File: config.mk
export PLATFORM = sky130hd
export DESIGN_NAME = ccc_top
export DESIGN_NICKNAME = d
export VERILOG_FILES = /design/src/ccc_pkg.sv /design/src/ccc_rx_capture.sv /design/src/ccc_frame_seq.sv /design/src/ccc_set_handler.sv /design/src/ccc_get_responder.sv /design/src/ccc_top.sv
export SDC_FILE = /design/constraint.sdc
export NUM_CORES = 1
export LEC_CHECK = 0
export BUFFER_PORTS_ARGS = -buffer_cell sky130_fd_sc_hd__clkbuf_2
export CORE_ASPECT_RATIO = 1.75
export CORE_MARGIN = 8
export CORE_UTILIZATION = 46
export DETAILED_ROUTE_END_ITERATION = 7
export HOLD_SLACK_MARGIN = 0.15
export PLACE_DENSITY_LB_ADDON = 0.15
export SLEW_MARGIN = 25
export SYNTH_ARGS = -nofsm -noshare
export SYNTH_HDL_FRONTEND = slang
export SYNTH_HIERARCHICAL = 1
export SYNTH_SLANG_ARGS = --single-unit
File: constraint.sdc
create_clock -name clk_i -period 3 [get_ports clk_i]
set_clock_uncertainty 0.2 [all_clocks]
set_input_delay 0.15 -clock clk_i [delete_from_list [all_inputs] [get_ports clk_i]]
set_output_delay 0.15 -clock clk_i [all_outputs]
set_load 0.02 [all_outputs]
File: src/ccc_pkg.sv
// CCC handler constants, command codes and the packed bus and configuration types
package ccc_pkg;

  // Command code and bus byte width
  localparam int CccW   = 8;
  // Target address width
  localparam int AddrW  = 7;
  // Data and response byte counters
  localparam int CountW = 8;

  // I3C broadcast address
  localparam logic [AddrW-1:0] RsvdAddr     = 7'h7E;
  // Third GETMRL byte, max IBI payload
  localparam logic [CccW-1:0]  GetMrlIbiMax = 8'hFF;

  // Broadcast codes, top bit clear
  localparam logic [CccW-1:0] CccBcastEnec    = 8'h00;
  localparam logic [CccW-1:0] CccBcastDisec   = 8'h01;
  localparam logic [CccW-1:0] CccBcastRstdaa  = 8'h06;
  localparam logic [CccW-1:0] CccBcastSetmwl  = 8'h09;
  localparam logic [CccW-1:0] CccBcastSetmrl  = 8'h0A;
  localparam logic [CccW-1:0] CccBcastSetaasa = 8'h29;

  // Direct codes, top bit set
  localparam logic [CccW-1:0] CccDirectEnec      = 8'h80;
  localparam logic [CccW-1:0] CccDirectDisec     = 8'h81;
  localparam logic [CccW-1:0] CccDirectSetdasa   = 8'h87;
  localparam logic [CccW-1:0] CccDirectSetmwl    = 8'h89;
  localparam logic [CccW-1:0] CccDirectSetmrl    = 8'h8A;
  localparam logic [CccW-1:0] CccDirectGetmwl    = 8'h8B;
  localparam logic [CccW-1:0] CccDirectGetmrl    = 8'h8C;
  localparam logic [CccW-1:0] CccDirectGetpid    = 8'h8D;
  localparam logic [CccW-1:0] CccDirectGetbcr    = 8'h8E;
  localparam logic [CccW-1:0] CccDirectGetdcr    = 8'h8F;
  localparam logic [CccW-1:0] CccDirectGetstatus = 8'h90;

  // Bus monitor flags
  typedef struct packed {
    logic start;
    logic rstart;
    logic stop;
  } bus_cond_t;

  // Received bit or byte, bit value in rx_data[7]
  typedef struct packed {
    logic            rx_done;
    logic [CccW-1:0] rx_data;
  } bus_rx_t;

  typedef struct packed {
    logic req_bit;
    logic req_byte;
  } bus_rx_req_t;

  // Transmit request, bit value in value[0]
  typedef struct packed {
    logic            req_byte;
    logic            req_bit;
    logic [CccW-1:0] value;
    logic            sel_od_pp;
  } bus_tx_req_t;

  // Own addresses with their valid flags
  typedef struct packed {
    logic [AddrW-1:0] sta_addr;
    logic             sta_valid;
    logic [AddrW-1:0] dyn_addr;
    logic             dyn_valid;
  } target_addr_t;

  // Device information served by the GETs
  typedef struct packed {
    logic [7:0]  bcr;
    logic [7:0]  dcr;
    logic [15:0] mwl;
    logic [15:0] mrl;
    logic [47:0] pid;
    logic [15:0] status;
  } dev_info_t;

  // Configuration outputs, set_* and rstdaa are one-cycle pulses
  typedef struct packed {
    logic             set_mwl;
    logic [15:0]      mwl;
    logic             set_mrl;
    logic [15:0]      mrl;
    logic             enec_ibi;
    logic             enec_crr;
    logic             enec_hj;
    logic             disec_ibi;
    logic             disec_crr;
    logic             disec_hj;
    logic             rstdaa;
    logic             set_dasa_valid;
    logic [AddrW-1:0] set_dasa;
  } ccc_cfg_t;

  // Frame sequencer strobes to the capture, SET and GET blocks
  typedef struct packed {
    logic addr_capture;
    logic data_capture;
    logic data_commit;
    logic code_tbit_done;
    logic get_load;
    logic get_next;
  } ccc_strobe_t;

endpackage

File: src/ccc_rx_capture.sv
// Input side of the CCC handler, holds code, direct address and data bytes for the sequencer
`timescale 1ns/1ps

module ccc_rx_capture (
  input  logic                       clk_i,
  input  logic                       rst_ni,
  input  logic [ccc_pkg::CccW-1:0]   ccc_i,
  input  logic                       ccc_valid_i,
  input  ccc_pkg::bus_rx_t           bus_rx_i,
  input  ccc_pkg::target_addr_t      target_addr_i,
  input  ccc_pkg::ccc_strobe_t       strobe_i,
  output logic [ccc_pkg::CccW-1:0]   code_o,
  output logic                       rnw_o,
  output logic                       addr_match_o,
  output logic                       rsvd_addr_o,
  output logic [ccc_pkg::CccW-1:0]   last_byte_o,
  output logic [ccc_pkg::CountW-1:0] byte_count_o
);

  logic [ccc_pkg::AddrW-1:0] addr_q;

  always_ff @(posedge clk_i or negedge rst_ni) begin
    if (!rst_ni) begin
      code_o       <= '0;
      addr_q       <= '0;
      rnw_o        <= 1'b0;
      last_byte_o  <= '0;
      byte_count_o <= '0;
    end else begin
      // New code drops the address of the previous frame
      if (ccc_valid_i) begin
        code_o       <= ccc_i;
        addr_q       <= '0;
        rnw_o        <= 1'b0;
        byte_count_o <= '0;
      end else if (strobe_i.addr_capture) begin
        addr_q       <= bus_rx_i.rx_data[7:1];
        rnw_o        <= bus_rx_i.rx_data[0];
        byte_count_o <= '0;
      end else if (strobe_i.data_commit) begin
        // Counts bytes whose T-bit is in
        byte_count_o <= byte_count_o + 1'b1;
      end
      if (strobe_i.data_capture) begin
        last_byte_o <= bus_rx_i.rx_data;
      end
    end
  end

  // Dynamic address wins over static
  always_comb begin
    if (target_addr_i.dyn_valid) begin
      addr_match_o = (addr_q == target_addr_i.dyn_addr);
    end else if (target_addr_i.sta_valid) begin
      addr_match_o = (addr_q == target_addr_i.sta_addr);
    end else begin
      addr_match_o = 1'b0;
    end
  end

  assign rsvd_addr_o = (addr_q == ccc_pkg::RsvdAddr);

endmodule

File: src/ccc_frame_seq.sv
// Processing part of the CCC handler, walks the frame and drives bus requests and strobes
`timescale 1ns/1ps

module ccc_frame_seq (
  input  logic                     clk_i,
  input  logic                     rst_ni,
  input  logic                     ccc_valid_i,
  input  ccc_pkg::bus_cond_t       bus_cond_i,
  input  ccc_pkg::bus_rx_t         bus_rx_i,
  input  logic                     bus_tx_done_i,
  input  logic [ccc_pkg::CccW-1:0] code_i,
  input  logic                     rnw_i,
  input  logic                     addr_match_i,
  input  logic                     rsvd_addr_i,
  input  logic [ccc_pkg::CccW-1:0] tx_byte_i,
  input  logic                     tx_last_i,
  output ccc_pkg::bus_rx_req_t     rx_req_o,
  output ccc_pkg::bus_tx_req_t     tx_req_o,
  output ccc_pkg::ccc_strobe_t     strobe_o,
  output logic                     done_o
);

  typedef enum logic [3:0] {
    Idle,
    WaitCcc,
    RxCodeTbit,
    SkipByte,
    SkipTbit,
    RxAddr,
    TxAddrAck,
    RxData,
    RxDataTbit,
    TxData,
    TxDataTbit,
    WaitRstart,
    WaitStop,
    Done
  } state_e;

  state_e state_q;
  state_e state_d;
  logic   rx_done;
  logic   rstart;

  assign rx_done = bus_rx_i.rx_done;
  assign rstart  = bus_cond_i.rstart;

  always_comb begin
    state_d = state_q;
    case (state_q)
      Idle:       state_d = WaitCcc;
      WaitCcc:    if (ccc_valid_i) state_d = RxCodeTbit;
      // Top bit of the code selects direct
      RxCodeTbit: if (rx_done) state_d = code_i[7] ? SkipByte : RxData;
      SkipByte: begin
        if (rstart) state_d = RxAddr;
        else if (rx_done) state_d = SkipTbit;
      end
      SkipTbit:   if (rx_done) state_d = SkipByte;
      RxAddr:     if (rx_done) state_d = TxAddrAck;
      TxAddrAck: begin
        if (bus_tx_done_i) begin
          if (rsvd_addr_i) state_d = WaitStop;
          else if (addr_match_i) state_d = rnw_i ? TxData : RxData;
          else state_d = WaitRstart;
        end
      end
      RxData: begin
        if (rstart) state_d = RxAddr;
        else if (rx_done) state_d = RxDataTbit;
      end
      RxDataTbit: if (rx_done) state_d = RxData;
      TxData: begin
        if (rstart) state_d = RxAddr;
        else if (bus_tx_done_i) state_d = TxDataTbit;
      end
      TxDataTbit: if (bus_tx_done_i) state_d = tx_last_i ? WaitRstart : TxData;
      WaitRstart: if (rstart) state_d = RxAddr;
      // Only STOP leaves
      WaitStop:   state_d = WaitStop;
      Done:       state_d = Idle;
      default:    state_d = Idle;
    endcase
  end

  // Requests are held for the whole state, a Repeated Start drops a pending byte
  always_comb begin
    rx_req_o = '0;
    tx_req_o = '0;
    case (state_q)
      RxCodeTbit, SkipTbit, RxDataTbit: rx_req_o.req_bit = 1'b1;
      RxAddr:   rx_req_o.req_byte = 1'b1;
      SkipByte, RxData: rx_req_o.req_byte = !rstart;
      TxAddrAck: begin
        // ACK low on match, open drain
        tx_req_o.req_bit = 1'b1;
        tx_req_o.value   = {{(ccc_pkg::CccW-1){1'b0}}, !addr_match_i};
      end
      TxData: begin
        tx_req_o.req_byte  = 1'b1;
        tx_req_o.value     = tx_byte_i;
        tx_req_o.sel_od_pp = 1'b1;
      end
      TxDataTbit: begin
        // T-bit high while bytes remain
        tx_req_o.req_bit   = 1'b1;
        tx_req_o.value     = {{(ccc_pkg::CccW-1){1'b0}}, !tx_last_i};
        tx_req_o.sel_od_pp = 1'b1;
      end
      default: ;
    endcase
  end

  always_comb begin
    strobe_o                = '0;
    strobe_o.code_tbit_done = (state_q == RxCodeTbit) && rx_done;
    strobe_o.addr_capture   = (state_q == RxAddr) && rx_done;
    strobe_o.data_capture   = (state_q == RxData) && rx_done && !rstart;
    strobe_o.data_commit    = (state_q == RxDataTbit) && rx_done;
    // Length loads once the ACK is out
    strobe_o.get_load       = (state_q == TxAddrAck) && bus_tx_done_i;
    strobe_o.get_next       = (state_q == TxData) && bus_tx_done_i;
  end

  assign done_o = (state_q == Done);

  // STOP overrides every state
  always_ff @(posedge clk_i or negedge rst_ni) begin
    if (!rst_ni) begin
      state_q <= Idle;
    end else if (bus_cond_i.stop) begin
      state_q <= Done;
    end else begin
      state_q <= state_d;
    end
  end

endmodule

File: src/ccc_set_handler.sv
// Output side of the CCC handler, turns committed SET bytes into configuration registers
`timescale 1ns/1ps

module ccc_set_handler (
  input  logic                       clk_i,
  input  logic                       rst_ni,
  input  ccc_pkg::ccc_strobe_t       strobe_i,
  input  logic [ccc_pkg::CccW-1:0]   code_i,
  input  logic [ccc_pkg::CccW-1:0]   last_byte_i,
  input  logic [ccc_pkg::CountW-1:0] byte_count_i,
  input  logic                       rsvd_addr_i,
  input  ccc_pkg::target_addr_t      target_addr_i,
  output ccc_pkg::ccc_cfg_t          cfg_o
);

  logic commit;
  logic first;
  logic second;

  // Frames addressed to 7E are ignored
  assign commit = strobe_i.data_commit && !rsvd_addr_i;
  assign first  = (byte_count_i == '0);
  assign second = (byte_count_i == ccc_pkg::CountW'(1));

  always_ff @(posedge clk_i or negedge rst_ni) begin
    if (!rst_ni) begin
      cfg_o <= '0;
    end else begin
      // Pulses last one cycle
      cfg_o.set_mwl        <= 1'b0;
      cfg_o.set_mrl        <= 1'b0;
      cfg_o.rstdaa         <= 1'b0;
      cfg_o.set_dasa_valid <= 1'b0;
      if (commit) begin
        case (code_i)
          // MSB first, pulse with the low byte
          ccc_pkg::CccBcastSetmwl, ccc_pkg::CccDirectSetmwl: begin
            if (first) begin
              cfg_o.mwl[15:8] <= last_byte_i;
            end else if (second) begin
              cfg_o.mwl[7:0] <= last_byte_i;
              cfg_o.set_mwl  <= 1'b1;
            end
          end
          ccc_pkg::CccBcastSetmrl, ccc_pkg::CccDirectSetmrl: begin
            if (first) begin
              cfg_o.mrl[15:8] <= last_byte_i;
            end else if (second) begin
              cfg_o.mrl[7:0] <= last_byte_i;
              cfg_o.set_mrl  <= 1'b1;
            end
          end
          // Event bits: 0 IBI, 1 CRR, 3 hot-join
          ccc_pkg::CccBcastEnec, ccc_pkg::CccDirectEnec: begin
            if (first) begin
              cfg_o.enec_ibi <= last_byte_i[0];
              cfg_o.enec_crr <= last_byte_i[1];
              cfg_o.enec_hj  <= last_byte_i[3];
            end
          end
          ccc_pkg::CccBcastDisec, ccc_pkg::CccDirectDisec: begin
            if (first) begin
              cfg_o.disec_ibi <= last_byte_i[0];
              cfg_o.disec_crr <= last_byte_i[1];
              cfg_o.disec_hj  <= last_byte_i[3];
            end
          end
          // Address in the upper seven bits
          ccc_pkg::CccDirectSetdasa: begin
            if (first) begin
              cfg_o.set_dasa       <= last_byte_i[7:1];
              cfg_o.set_dasa_valid <= 1'b1;
            end
          end
          default: ;
        endcase
      end
      // Data-less broadcasts act on their T-bit
      if (strobe_i.code_tbit_done) begin
        if (code_i == ccc_pkg::CccBcastRstdaa) begin
          cfg_o.rstdaa <= 1'b1;
        end else if (code_i == ccc_pkg::CccBcastSetaasa) begin
          cfg_o.set_dasa       <= target_addr_i.sta_addr;
          cfg_o.set_dasa_valid <= 1'b1;
        end
      end
    end
  end

endmodule

File: src/ccc_get_responder.sv
// Output side of the CCC handler, supplies the GET response bytes to the sequencer
`timescale 1ns/1ps

module ccc_get_responder (
  input  logic                     clk_i,
  input  logic                     rst_ni,
  input  ccc_pkg::ccc_strobe_t     strobe_i,
  input  logic [ccc_pkg::CccW-1:0] code_i,
  input  ccc_pkg::dev_info_t       dev_info_i,
  output logic [ccc_pkg::CccW-1:0] tx_byte_o,
  output logic                     tx_last_o
);

  // Bytes still to send
  logic [ccc_pkg::CountW-1:0] count_q;
  logic [ccc_pkg::CountW-1:0] len;
  // Response right aligned, last byte in the low bits
  logic [6*ccc_pkg::CccW-1:0] resp;
  logic [6*ccc_pkg::CccW-1:0] resp_shift;

  always_comb begin
    len  = '0;
    resp = '0;
    case (code_i)
      ccc_pkg::CccDirectGetbcr: begin
        len  = ccc_pkg::CountW'(1);
        resp = dev_info_i.bcr;
      end
      ccc_pkg::CccDirectGetdcr: begin
        len  = ccc_pkg::CountW'(1);
        resp = dev_info_i.dcr;
      end
      ccc_pkg::CccDirectGetmwl: begin
        len  = ccc_pkg::CountW'(2);
        resp = dev_info_i.mwl;
      end
      // Format 1 only
      ccc_pkg::CccDirectGetstatus: begin
        len  = ccc_pkg::CountW'(2);
        resp = dev_info_i.status;
      end
      ccc_pkg::CccDirectGetmrl: begin
        len  = ccc_pkg::CountW'(3);
        resp = {dev_info_i.mrl, ccc_pkg::GetMrlIbiMax};
      end
      ccc_pkg::CccDirectGetpid: begin
        len  = ccc_pkg::CountW'(6);
        resp = dev_info_i.pid;
      end
      default: ;
    endcase
  end

  always_ff @(posedge clk_i or negedge rst_ni) begin
    if (!rst_ni) begin
      count_q <= '0;
    end else if (strobe_i.get_load) begin
      count_q <= len;
    end else if (strobe_i.get_next && count_q != '0) begin
      count_q <= count_q - 1'b1;
    end
  end

  // MSB first, byte at position count-1
  assign resp_shift = resp >> {count_q - 1'b1, 3'b000};
  assign tx_byte_o  = (count_q == '0) ? '0 : resp_shift[ccc_pkg::CccW-1:0];
  // Nothing left after the byte just sent
  assign tx_last_o  = (count_q == '0);

endmodule

File: src/ccc_top.sv
// Top level of the I3C target CCC handler, connects capture, sequencer, SET and GET blocks
`timescale 1ns/1ps

module ccc_top (
  input  logic                     clk_i,
  input  logic                     rst_ni,
  input  logic [ccc_pkg::CccW-1:0] ccc_i,
  input  logic                     ccc_valid_i,
  input  ccc_pkg::bus_cond_t       bus_cond_i,
  input  ccc_pkg::bus_rx_t         bus_rx_i,
  input  logic                     bus_tx_done_i,
  input  ccc_pkg::target_addr_t    target_addr_i,
  input  ccc_pkg::dev_info_t       dev_info_i,
  output ccc_pkg::bus_rx_req_t     rx_req_o,
  output ccc_pkg::bus_tx_req_t     tx_req_o,
  output ccc_pkg::ccc_cfg_t        cfg_o,
  output logic                     done_o
);

  // Capture results
  logic [ccc_pkg::CccW-1:0]   code;
  logic                       rnw;
  logic                       addr_match;
  logic                       rsvd_addr;
  logic [ccc_pkg::CccW-1:0]   last_byte;
  logic [ccc_pkg::CountW-1:0] byte_count;
  // Sequencer strobes and GET byte
  ccc_pkg::ccc_strobe_t       strobe;
  logic [ccc_pkg::CccW-1:0]   tx_byte;
  logic                       tx_last;

  ccc_rx_capture u_rx_capture (
    .clk_i        (clk_i),
    .rst_ni       (rst_ni),
    .ccc_i        (ccc_i),
    .ccc_valid_i  (ccc_valid_i),
    .bus_rx_i     (bus_rx_i),
    .target_addr_i(target_addr_i),
    .strobe_i     (strobe),
    .code_o       (code),
    .rnw_o        (rnw),
    .addr_match_o (addr_match),
    .rsvd_addr_o  (rsvd_addr),
    .last_byte_o  (last_byte),
    .byte_count_o (byte_count)
  );

  ccc_frame_seq u_frame_seq (
    .clk_i        (clk_i),
    .rst_ni       (rst_ni),
    .ccc_valid_i  (ccc_valid_i),
    .bus_cond_i   (bus_cond_i),
    .bus_rx_i     (bus_rx_i),
    .bus_tx_done_i(bus_tx_done_i),
    .code_i       (code),
    .rnw_i        (rnw),
    .addr_match_i (addr_match),
    .rsvd_addr_i  (rsvd_addr),
    .tx_byte_i    (tx_byte),
    .tx_last_i    (tx_last),
    .rx_req_o     (rx_req_o),
    .tx_req_o     (tx_req_o),
    .strobe_o     (strobe),
    .done_o       (done_o)
  );

  ccc_set_handler u_set_handler (
    .clk_i        (clk_i),
    .rst_ni       (rst_ni),
    .strobe_i     (strobe),
    .code_i       (code),
    .last_byte_i  (last_byte),
    .byte_count_i (byte_count),
    .rsvd_addr_i  (rsvd_addr),
    .target_addr_i(target_addr_i),
    .cfg_o        (cfg_o)
  );

  ccc_get_responder u_get_responder (
    .clk_i     (clk_i),
    .rst_ni    (rst_ni),
    .strobe_i  (strobe),
    .code_i    (code),
    .dev_info_i(dev_info_i),
    .tx_byte_o (tx_byte),
    .tx_last_o (tx_last)
  );

endmodule

==> impl_metrics.ini, run 1 <==
[die]
fp-row-count = 55
die-area_um2 = 16870
die_height_um = 165.9
core_area_um2 = 12730
initial_utilization_pct = 46.41
ioPinCount = 215
die_w_um = 101.7

[flow_run]
drv_cap = 0

[yosys]
synth_top_area_cell = dfrtp_1
postSynthAreaPerCell_um2 = 10.03
synth_edf_count = 0
syn-instance-count = 589
synth_top_area_share_pct = 39.39
ys.flop_type = dfrtp_1
synth_area_leaders = dfrtp_1 (39%), mux2_2 (10%), mux2i_1 (5.8%)
synthDistinctLibCells = 67
yosysSeqAreaShare_pct = 39.39
netlist_area_um2 = 5908
ys_warn_count = 6
ys_seq_elements = 93
async_flop_share_pct = 100.0
syn-num-nets = 743

[routing]
wl_um = 20810
m1WireLength_um = 7368
viasPerCell = 5.661
dr.pass1.iters = 6
vias = 5769
wl_met3_um = 1665
ant_nets = 0
top_layer_used = met4
wl_met2_um = 10910
drt_iter0_markers = 308
drcViolationCount = 0
wl_per_cell_um = 20.42

[setup_path]
timing.rr.end = u_set_handler/cfg_o[10]
cp_max_fo = 4
crit_arrival_ps = 2740
reg2reg_from = u_frame_seq/state_q[2]
start_kind = register
endpoint_kind = output port
r2r_cells = 6
critPathKind = register to output port
required_ps = 2650
rrSetupSlack_ps = 200

[power_and_ir_drop]
p_clk_share_pct = 23.3
power.switching_fraction_pct = 38.19
peakVddDrop_uv = 563.5
p_leak_nw = 3.921
switchingPower_w = 0.001959
seqPwrFrac_pct = 32.4
power_density_nw_per_um2 = 642.1
p_comb_share_pct = 44.3
internal-power_w = 0.003171

[sta]
period_minus_slack_ps = 3088
slew_violations = 0
rsz0062_at_grt = yes
worst_slew_pin_slew_ps = 710.4
fmax_mhz = 323.8
relSlewSlack_pct = 52.64
fin_crit_sh_pct = 102.9
setup_violations = 1
hold_ws_ps = 168.4
hold_viol_final = 0
setup_slack_ps = -88.30
tns_ps = -88.30

[clocking]
htreeDepth = 3
cts_tree = done
cts_buffers = 9
clk_pin_slew_ps = 60
cts_buffer_depth = 2
clock_sinks = 93
clkLatencyLatePin_ps = 340
root_buffer = clkbuf_16

[place]
numPortBuffers = 213
place_inst = 974
place_area_um2 = 7273
dp.final_hpwl_um = 16760
gp_congestion = 0.9523

[global_route]
grt_use_total_pct = 24.48
grt_first_pass_wirelength_um = 32280
grt_max_degree = 59
antenna_found_initial = 0
overflow = 0
grt_pass1_vias = 6048

[min_path]
hp-class = input pin to register
holdPathStages = 2
holdPathEnd = u_rx_capture/addr_q[6]
worstHoldStart = ccc_valid_i

[layout]
syn2layout_area_growth_pct = 35.22
postLayoutCellArea_um2 = 7989
stdcell_count = 1019
nets = 998
diodes = 0
post-route-util_pct = 62.75
final_common_cell = clkbuf_2
final_cell_mix = clkbuf_2 (207), dfrtp_1 (88), nor2_1 (56), mux2_2 (54), a21oi_1 (43)
n_fill_cell = 1103
drive_gt1_share_pct = 43.51

[status]
status = finished with violations
violations = setup timing
area by class of cell:
| type | instances | area [um2] | area share, % |
|---|---|---|---|
| clock buffer | 9 | 225.2 | 2.819 |
| clock inverter | 6 | 93.84 | 1.175 |
| inverter | 6 | 22.52 | 0.2819 |
| multi-input combinational | 459 | 3482 | 43.59 |
| sequential | 93 | 2333 | 29.21 |
| tap | 171 | 214.0 | 2.678 |
| timing repair buffer | 275 | 1618 | 20.25 |
cell families (layout without fill, tap and decap cells):
family	after synthesis	after routing	share of synthesized area, %
mux	96	96	18.09
xor+xnor	32	32	4.744
buf+inv	37	296	3.155
compound gates	110	110	11.75
flops	93	93	39.39
fa+ha+maj	2	2	0.4235
simple gates	219	219	22.45
synth_stat cells (all sizes together), types with 2 or more instances:
master	count
nand4b	3
nand3	20
and4	3
clkbuf	6
o221ai	8
and3	8
nor3	8
o21ai	17
mux2i	34
nand2	37
xnor2	14
nor4	7
xor2	18
inv	6
or4	3
o22ai	2
nand3b	6
a41oi	2
dfrtp	93
and4b	9
a31oi	8
nor2	59
mux2	62
nand2b	10
a21oi	43
nor3b	3
o211ai	10
nor4b	6
nand4	11
and2	10
or2	2
a22oi	9
ha	2
o21bai	3
nor2b	10
buf	25
registers in the layout, indices dropped and copies added, names as in the netlist:
| name | cells |
|---|---|
| u_frame_seq/state_q | 4 |
| u_get_responder/count_q | 8 |
| u_rx_capture/addr_q | 7 |
| u_rx_capture/byte_count_o | 8 |
| u_rx_capture/code_o | 8 |
| u_rx_capture/last_byte_o | 8 |
| u_rx_capture/rnw_o | 1 |
| u_set_handler/cfg_o | 49 |
per-stage QoR:
stage	total power (W)	setup WS, ps
finish	0.005130	-88.30
global route	0.005424	-197.4
CTS	0.005033	-88.76
detailed placement	0.003725	96.22
global placement	0.003677	148.1
floorplan	0.002986	58.79
power by group through the flow:
stage	clock, W	combinational [W]	sequential (W)
after global routing	0.00127	0.00247	0.00169
after detailed placement	0	0.00205	0.00167
after global placement	0	0.00202	0.00166
after CTS	0.00123	0.00215	0.00165
final	0.00120	0.00227	0.00166
after floorplan	0	0.00142	0.00157
routing by layer:
layer | up-vias | GRT usage [%]
met1 | 2772 | 25.10
met2 | 282 | 44.83
met3 | 45 | 5.122
li1 | 2670 | -
met5 | - | 0
met4 | 0 | 11.55
worst max-delay path by stage:
stage	startpoint	to	cells past startpoint	slack (ps)
2_1_floorplan	u_get_responder/count_q[0]	tx_req_o[1]	13	60
3_3_place_gp	u_get_responder/count_q[0]	tx_req_o[1]	11	150
3_5_place_dp	u_get_responder/count_q[0]	tx_req_o[1]	11	100
4_1_cts	u_get_responder/count_q[0]	tx_req_o[1]	11	-90
5_1_grt	u_get_responder/count_q[1]	tx_req_o[1]	9	-200
6_report	u_get_responder/count_q[1]	tx_req_o[1]	9	-90
critical path, stage by stage (launching register included):
cell     delay (ps)
dfrtp_2         440
nor4_4          310
nor2b_4         220
xor2_1           80
or4_4           520
and4b_1         270
inv_1            50
o22a_1          210
o22ai_2         160
buf_6           150
repair_timing:
| action | CTS | global route |
|---|---|---|
| setup endpoints to repair | 8 | 7 |
| hold buffers | 26 | 0 |
| resized for setup | 7 | 25 |
| pin swaps | 3 | 2 |
| buffers inserted | 3 | 2 |
| endpoints found under the hold margin | 92 | 0 |
(Power assumes the default switching activity.)
==> inputs of run 2 (changes only) <==
==> constraint.sdc (replaced) <==
create_clock -name clk_i -period 2.6 [get_ports clk_i]
set_clock_uncertainty 0.2 [all_clocks]
set_input_delay 0.13 -clock clk_i [delete_from_list [all_inputs] [get_ports clk_i]]
set_output_delay 0.13 -clock clk_i [all_outputs]
set_load 0.02 [all_outputs]
==> impl_metrics.ini, run 2 (same netlist as run 1, synthesis figures left out) <==
[status]
status = finished with violations
violations = setup timing

[setup_path]
r2r_cells = 6
reg2reg_from = u_frame_seq/state_q[2]
cp_max_fo = 7
rrSetupSlack_ps = 100
required_ps = 2270
critPathKind = register to output port
crit_arrival_ps = 2770
endpoint_kind = output port
start_kind = register
timing.rr.end = u_set_handler/cfg_o[34]

[place]
dp.final_hpwl_um = 17140
gp_congestion = 0.8747
place_area_um2 = 7551
numPortBuffers = 213
place_inst = 996

[clocking]
cts_buffers = 9
cts_tree = done
clk_pin_slew_ps = 70
clock_sinks = 93
clkLatencyLatePin_ps = 340
root_buffer = clkbuf_16
htreeDepth = 3
cts_buffer_depth = 2

[min_path]
holdPathStages = 5
worstHoldStart = bus_tx_done_i
hp-class = input pin to register
holdPathEnd = u_get_responder/count_q[6]

[layout]
post-route-util_pct = 65.69
diodes = 0
nets = 1026
final_cell_mix = clkbuf_2 (204), dfrtp_1 (92), buf_4 (59), nor2_1 (57), mux2_2 (52)
top_register = u_set_handler/cfg_o
syn2layout_area_growth_pct = 41.55
n_fill_cell = 1101
stdcell_count = 1047
final_common_cell = clkbuf_2
largest_reg_flops = 49
postLayoutCellArea_um2 = 8363
drive_gt1_share_pct = 45.43

[global_route]
grt_max_degree = 53
grt_pass1_vias = 6197
grt_first_pass_wirelength_um = 32690
overflow = 0
antenna_found_initial = 0
grt_use_total_pct = 24.77

[sta]
period_minus_slack_ps = 3099
fmax_mhz = 322.7
hold_viol_final = 0
fin_crit_sh_pct = 119.2
worst_slew_pin_slew_ps = 651.9
setup_slack_ps = -498.6
hold_ws_ps = 155.1
relSlewSlack_pct = 56.54
slew_violations = 0
rsz0062_at_grt = yes
setup_violations = 8

[die]
ioPinCount = 215
die_w_um = 101.7
die-area_um2 = 16870
core_area_um2 = 12730
die_height_um = 165.9
fp-row-count = 55
initial_utilization_pct = 46.41

[routing]
viasPerCell = 5.525
ant_nets = 0
vias = 5785
dr.pass1.iters = 4
drcViolationCount = 0
drt_iter0_markers = 278
wl_um = 21240
wl_per_cell_um = 20.29

[power_and_ir_drop]
power_w = 0.006345
p_leak_nw = 4.125
peakVddDrop_uv = 653.3
power_density_nw_per_um2 = 758.7

[flow_run]
drv_cap = 0
## run 2: metal layers
layer / vias up / routed length, um / part of all wire, % / global-route usage (%)
li1: 2725 / - / - / -
met1: 2771 / 7452 / 35 / 24.09
met2: 246 / 11540 / 54 / 47.26
met3: 43 / 1538 / 7.2 / 5.793
met4: 0 / 711 / 3.3 / 9.720
met5: - / 0 / 0 / 0
## run 2: worst max-delay path, cell delays in order (launching register included)
cell and delay (ps):
dfrtp_2 410, buf_12 120, inv_8 30, ha_4 160, and3_4 150, xor2_1 140
or4_4 530, buf_4 160, buf_6 100, buf_6 120, and4b_1 240, and2_4 140
clkbuf_8 130
## run 2: power by group
| part | internal, W | leakage (nW) | switching, W |
|---|---|---|---|
| sequential | 0.00162 | 1.25 | 0.000252 |
| clock | 0.000848 | 0.154 | 0.000557 |
| combinational | 0.00149 | 2.72 | 0.00158 |
## run 2: cell type report
class | instances | area [um2] | share of cell area (%)
well taps | 171 | 214.0 | 2.558
flip-flops and latches | 93 | 2328 | 27.84
multi-input cells | 459 | 3547 | 42.41
inverters | 6 | 30.03 | 0.3591
clock inverters | 6 | 96.34 | 1.152
repair buffers | 303 | 1922 | 22.98
clock buffers | 9 | 225.2 | 2.693
## run 2: stage by stage
stage                     TNS (ps)  setup WS, ps
after floorplan             -90.75        -66.32
after global placement      -240.4        -240.4
after detailed placement    -346.3        -270.1
after CTS                    -3884        -536.9
after global routing         -4549        -579.3
final                        -3873        -498.6
## run 2: timing repair
item / 4_1_cts / 5_1_grt
pin swaps: 7 / 0
hold buffers: 26 / 0
setup endpoints to repair: 9 / 16
setup buffers: 9 / 2
endpoints found under the hold margin: 128 / 0
gates resized for setup: 32 / 7
## run 2: worst max-delay path by stage
| stage | startpoint | to | slack [ps] | depth (start not counted) |
|---|---|---|---|---|
| floorplan | u_get_responder/count_q[0] | tx_req_o[1] | -70 | 12 |
| global placement | u_get_responder/count_q[1] | tx_req_o[1] | -240 | 9 |
| detailed placement | u_get_responder/count_q[1] | tx_req_o[1] | -270 | 9 |
| CTS | u_get_responder/count_q[0] | tx_req_o[1] | -540 | 11 |
| global route | u_get_responder/count_q[0] | tx_req_o[1] | -580 | 11 |
| finish | u_get_responder/count_q[0] | tx_req_o[8] | -500 | 12 |
==> inputs of run 3 (changes only) <==
==> constraint.sdc (replaced) <==
create_clock -name clk_i -period 2.6 [get_ports clk_i]
set_clock_uncertainty 0.2 [all_clocks]
set_input_delay 0.52 -clock clk_i [delete_from_list [all_inputs] [get_ports clk_i]]
set_output_delay 0.52 -clock clk_i [all_outputs]
set_load 0.02 [all_outputs]
==> impl_metrics.ini, run 3 (same netlist as run 1, synthesis figures left out) <==
[status]
status = finished with violations
violations = setup timing

[sta]
fmax_mhz = 288.4
relSlewSlack_pct = 59.49
slew_violations = 0
hold_viol_final = 0
period_minus_slack_ps = 3467
rsz0062_at_grt = yes
fin_crit_sh_pct = 133.3
worst_slew_pin_slew_ps = 602.6
setup_violations = 8
tns_ps = -6031
setup_slack_ps = -867.0

[clocking]
htreeDepth = 3
cts_buffer_depth = 2
clkLatencyLatePin_ps = 340
cts_tree = done
root_buffer = clkbuf_16
clock_sinks = 93
cts_buffers = 9
clk_pin_slew_ps = 70

[global_route]
overflow = 0
grt_first_pass_wirelength_um = 32070
grt_use_total_pct = 24.21
antenna_found_initial = 1
grt_pass1_vias = 6200
grt_max_degree = 65

[die]
die-area_um2 = 16870
die_w_um = 101.7
die_height_um = 165.9
fp-row-count = 55
core_area_um2 = 12730
initial_utilization_pct = 46.41
ioPinCount = 215

[routing]
viasPerCell = 5.492
drcViolationCount = 0
drt_iter0_markers = 242
wl_per_cell_um = 19.84
wl_um = 20410
dr.pass1.iters = 5
vias = 5651
ant_nets = 0

[setup_path]
reg2reg_from = u_frame_seq/state_q[1]
crit_arrival_ps = 2750
timing.rr.end = u_set_handler/cfg_o[2]
critPathKind = register to output port
endpoint_kind = output port
crit_path_cell_trace = nor4_4 > nor2b_4 > xor2_1 > or4_4 > and4b_1 > inv_1 > o22a_1 > o22ai_4 > buf_8
start_kind = register
rrSetupSlack_ps = 150
crit_start = u_get_responder/count_q[0]
cp_max_fo = 4
path_buf_inv = 2
cpLargestDelayFamily = simple AND/OR/NAND/NOR gates
crit_slowest_cell = or4_4
required_ps = 1880
r2r_cells = 7
max_stage_delay_ps = 520

[power_and_ir_drop]
power_w = 0.005986
p_leak_nw = 4.007
power_density_nw_per_um2 = 745.2
peakVddDrop_uv = 583.7

[layout]
final_common_cell = clkbuf_2
largest_reg_flops = 49
final_cell_mix = clkbuf_2 (204), dfrtp_1 (91), buf_4 (69), nor2_1 (57), mux2_2 (51)
diodes = 0
postLayoutCellArea_um2 = 8033
multi_input_area_um2 = 3512
top_register = u_set_handler/cfg_o
syn2layout_area_growth_pct = 35.96
n_fill_cell = 1080
nets = 1007
seqCellArea_um2 = 2330
drive_gt1_share_pct = 46.97
post-route-util_pct = 63.10

[min_path]
holdPathEnd = u_rx_capture/code_o[1]
holdPathStages = 2
hp-class = input pin to register
worstHoldStart = ccc_i[1]

[place]
gp_congestion = 0.9265
numPortBuffers = 213
place_area_um2 = 7659
dp.final_hpwl_um = 16580

[flow_run]
drv_cap = 0
## run 3: how the worst max path moves through the flow
| stage | endpoint | cells past startpoint |
|---|---|---|
| 4_1_cts | tx_req_o[1] | 9 |
| 6_report | tx_req_o[1] | 9 |
| 3_5_place_dp | tx_req_o[1] | 9 |
| 2_1_floorplan | tx_req_o[1] | 12 |
| 5_1_grt | tx_req_o[1] | 9 |
| 3_3_place_gp | tx_req_o[1] | 9 |
## run 3: where the power goes
part           leakage (nW)  switching (W)  internal [W]  total [W]
Sequential             1.25       0.000258       0.00162    0.00188
Combinational          2.61        0.00147       0.00135    0.00283
Clock                 0.140       0.000608      0.000672    0.00128
## run 3: layout make-up
cell class | instances | share of cell area, %
Inverter | 6 | 0.3738
Timing Repair Buffer | 284 | 20.62
Sequential cell | 93 | 29.00
Multi-Input combinational cell | 459 | 43.72
Tap cell | 171 | 2.664
Clock buffer | 9 | 2.804
Clock inverter | 7 | 0.8100
## run 3: per-layer routing
| metal | vias to the layer above | track usage (%) | part of all wire (%) |
|---|---|---|---|
| met5 | - | 0 | 0.064 |
| met4 | 2 | 11.29 | 4.0 |
| met3 | 51 | 5.877 | 7.1 |
| met2 | 209 | 44.00 | 53 |
| met1 | 2692 | 24.70 | 36 |
| li1 | 2697 | - | - |
## run 3: worst register-to-register path, delay by kind of cell, from the launching register on
family / cells / cell delay, ps
AOI/OAI and AO/OA: 1 / 60
buffers and inverters: 1 / 270
DFF: 1 / 480
and+or+nand+nor: 5 / 1320
## run 3: metrics by stage
step	instances	hold WS (ps)	setup slack, ps
floorplan	589	24.41	-456.3
global route	1029	212.7	-980.5
CTS	1026	201.1	-911.4
detailed placement	1009	264.2	-575.7
global placement	1009	260.8	-560.4
finish	1029	212.3	-867.0
## run 3: what timing repair did
| action | 4_1_cts | 5_1_grt |
|---|---|---|
| pin swaps | 0 | 2 |
| hold buffers | 1 | 0 |
| endpoints found under the setup margin | 8 | 19 |
| setup buffers | 0 | 3 |
| hold endpoints to repair | 29 | 0 |
| resized for setup | 10 | 5 |
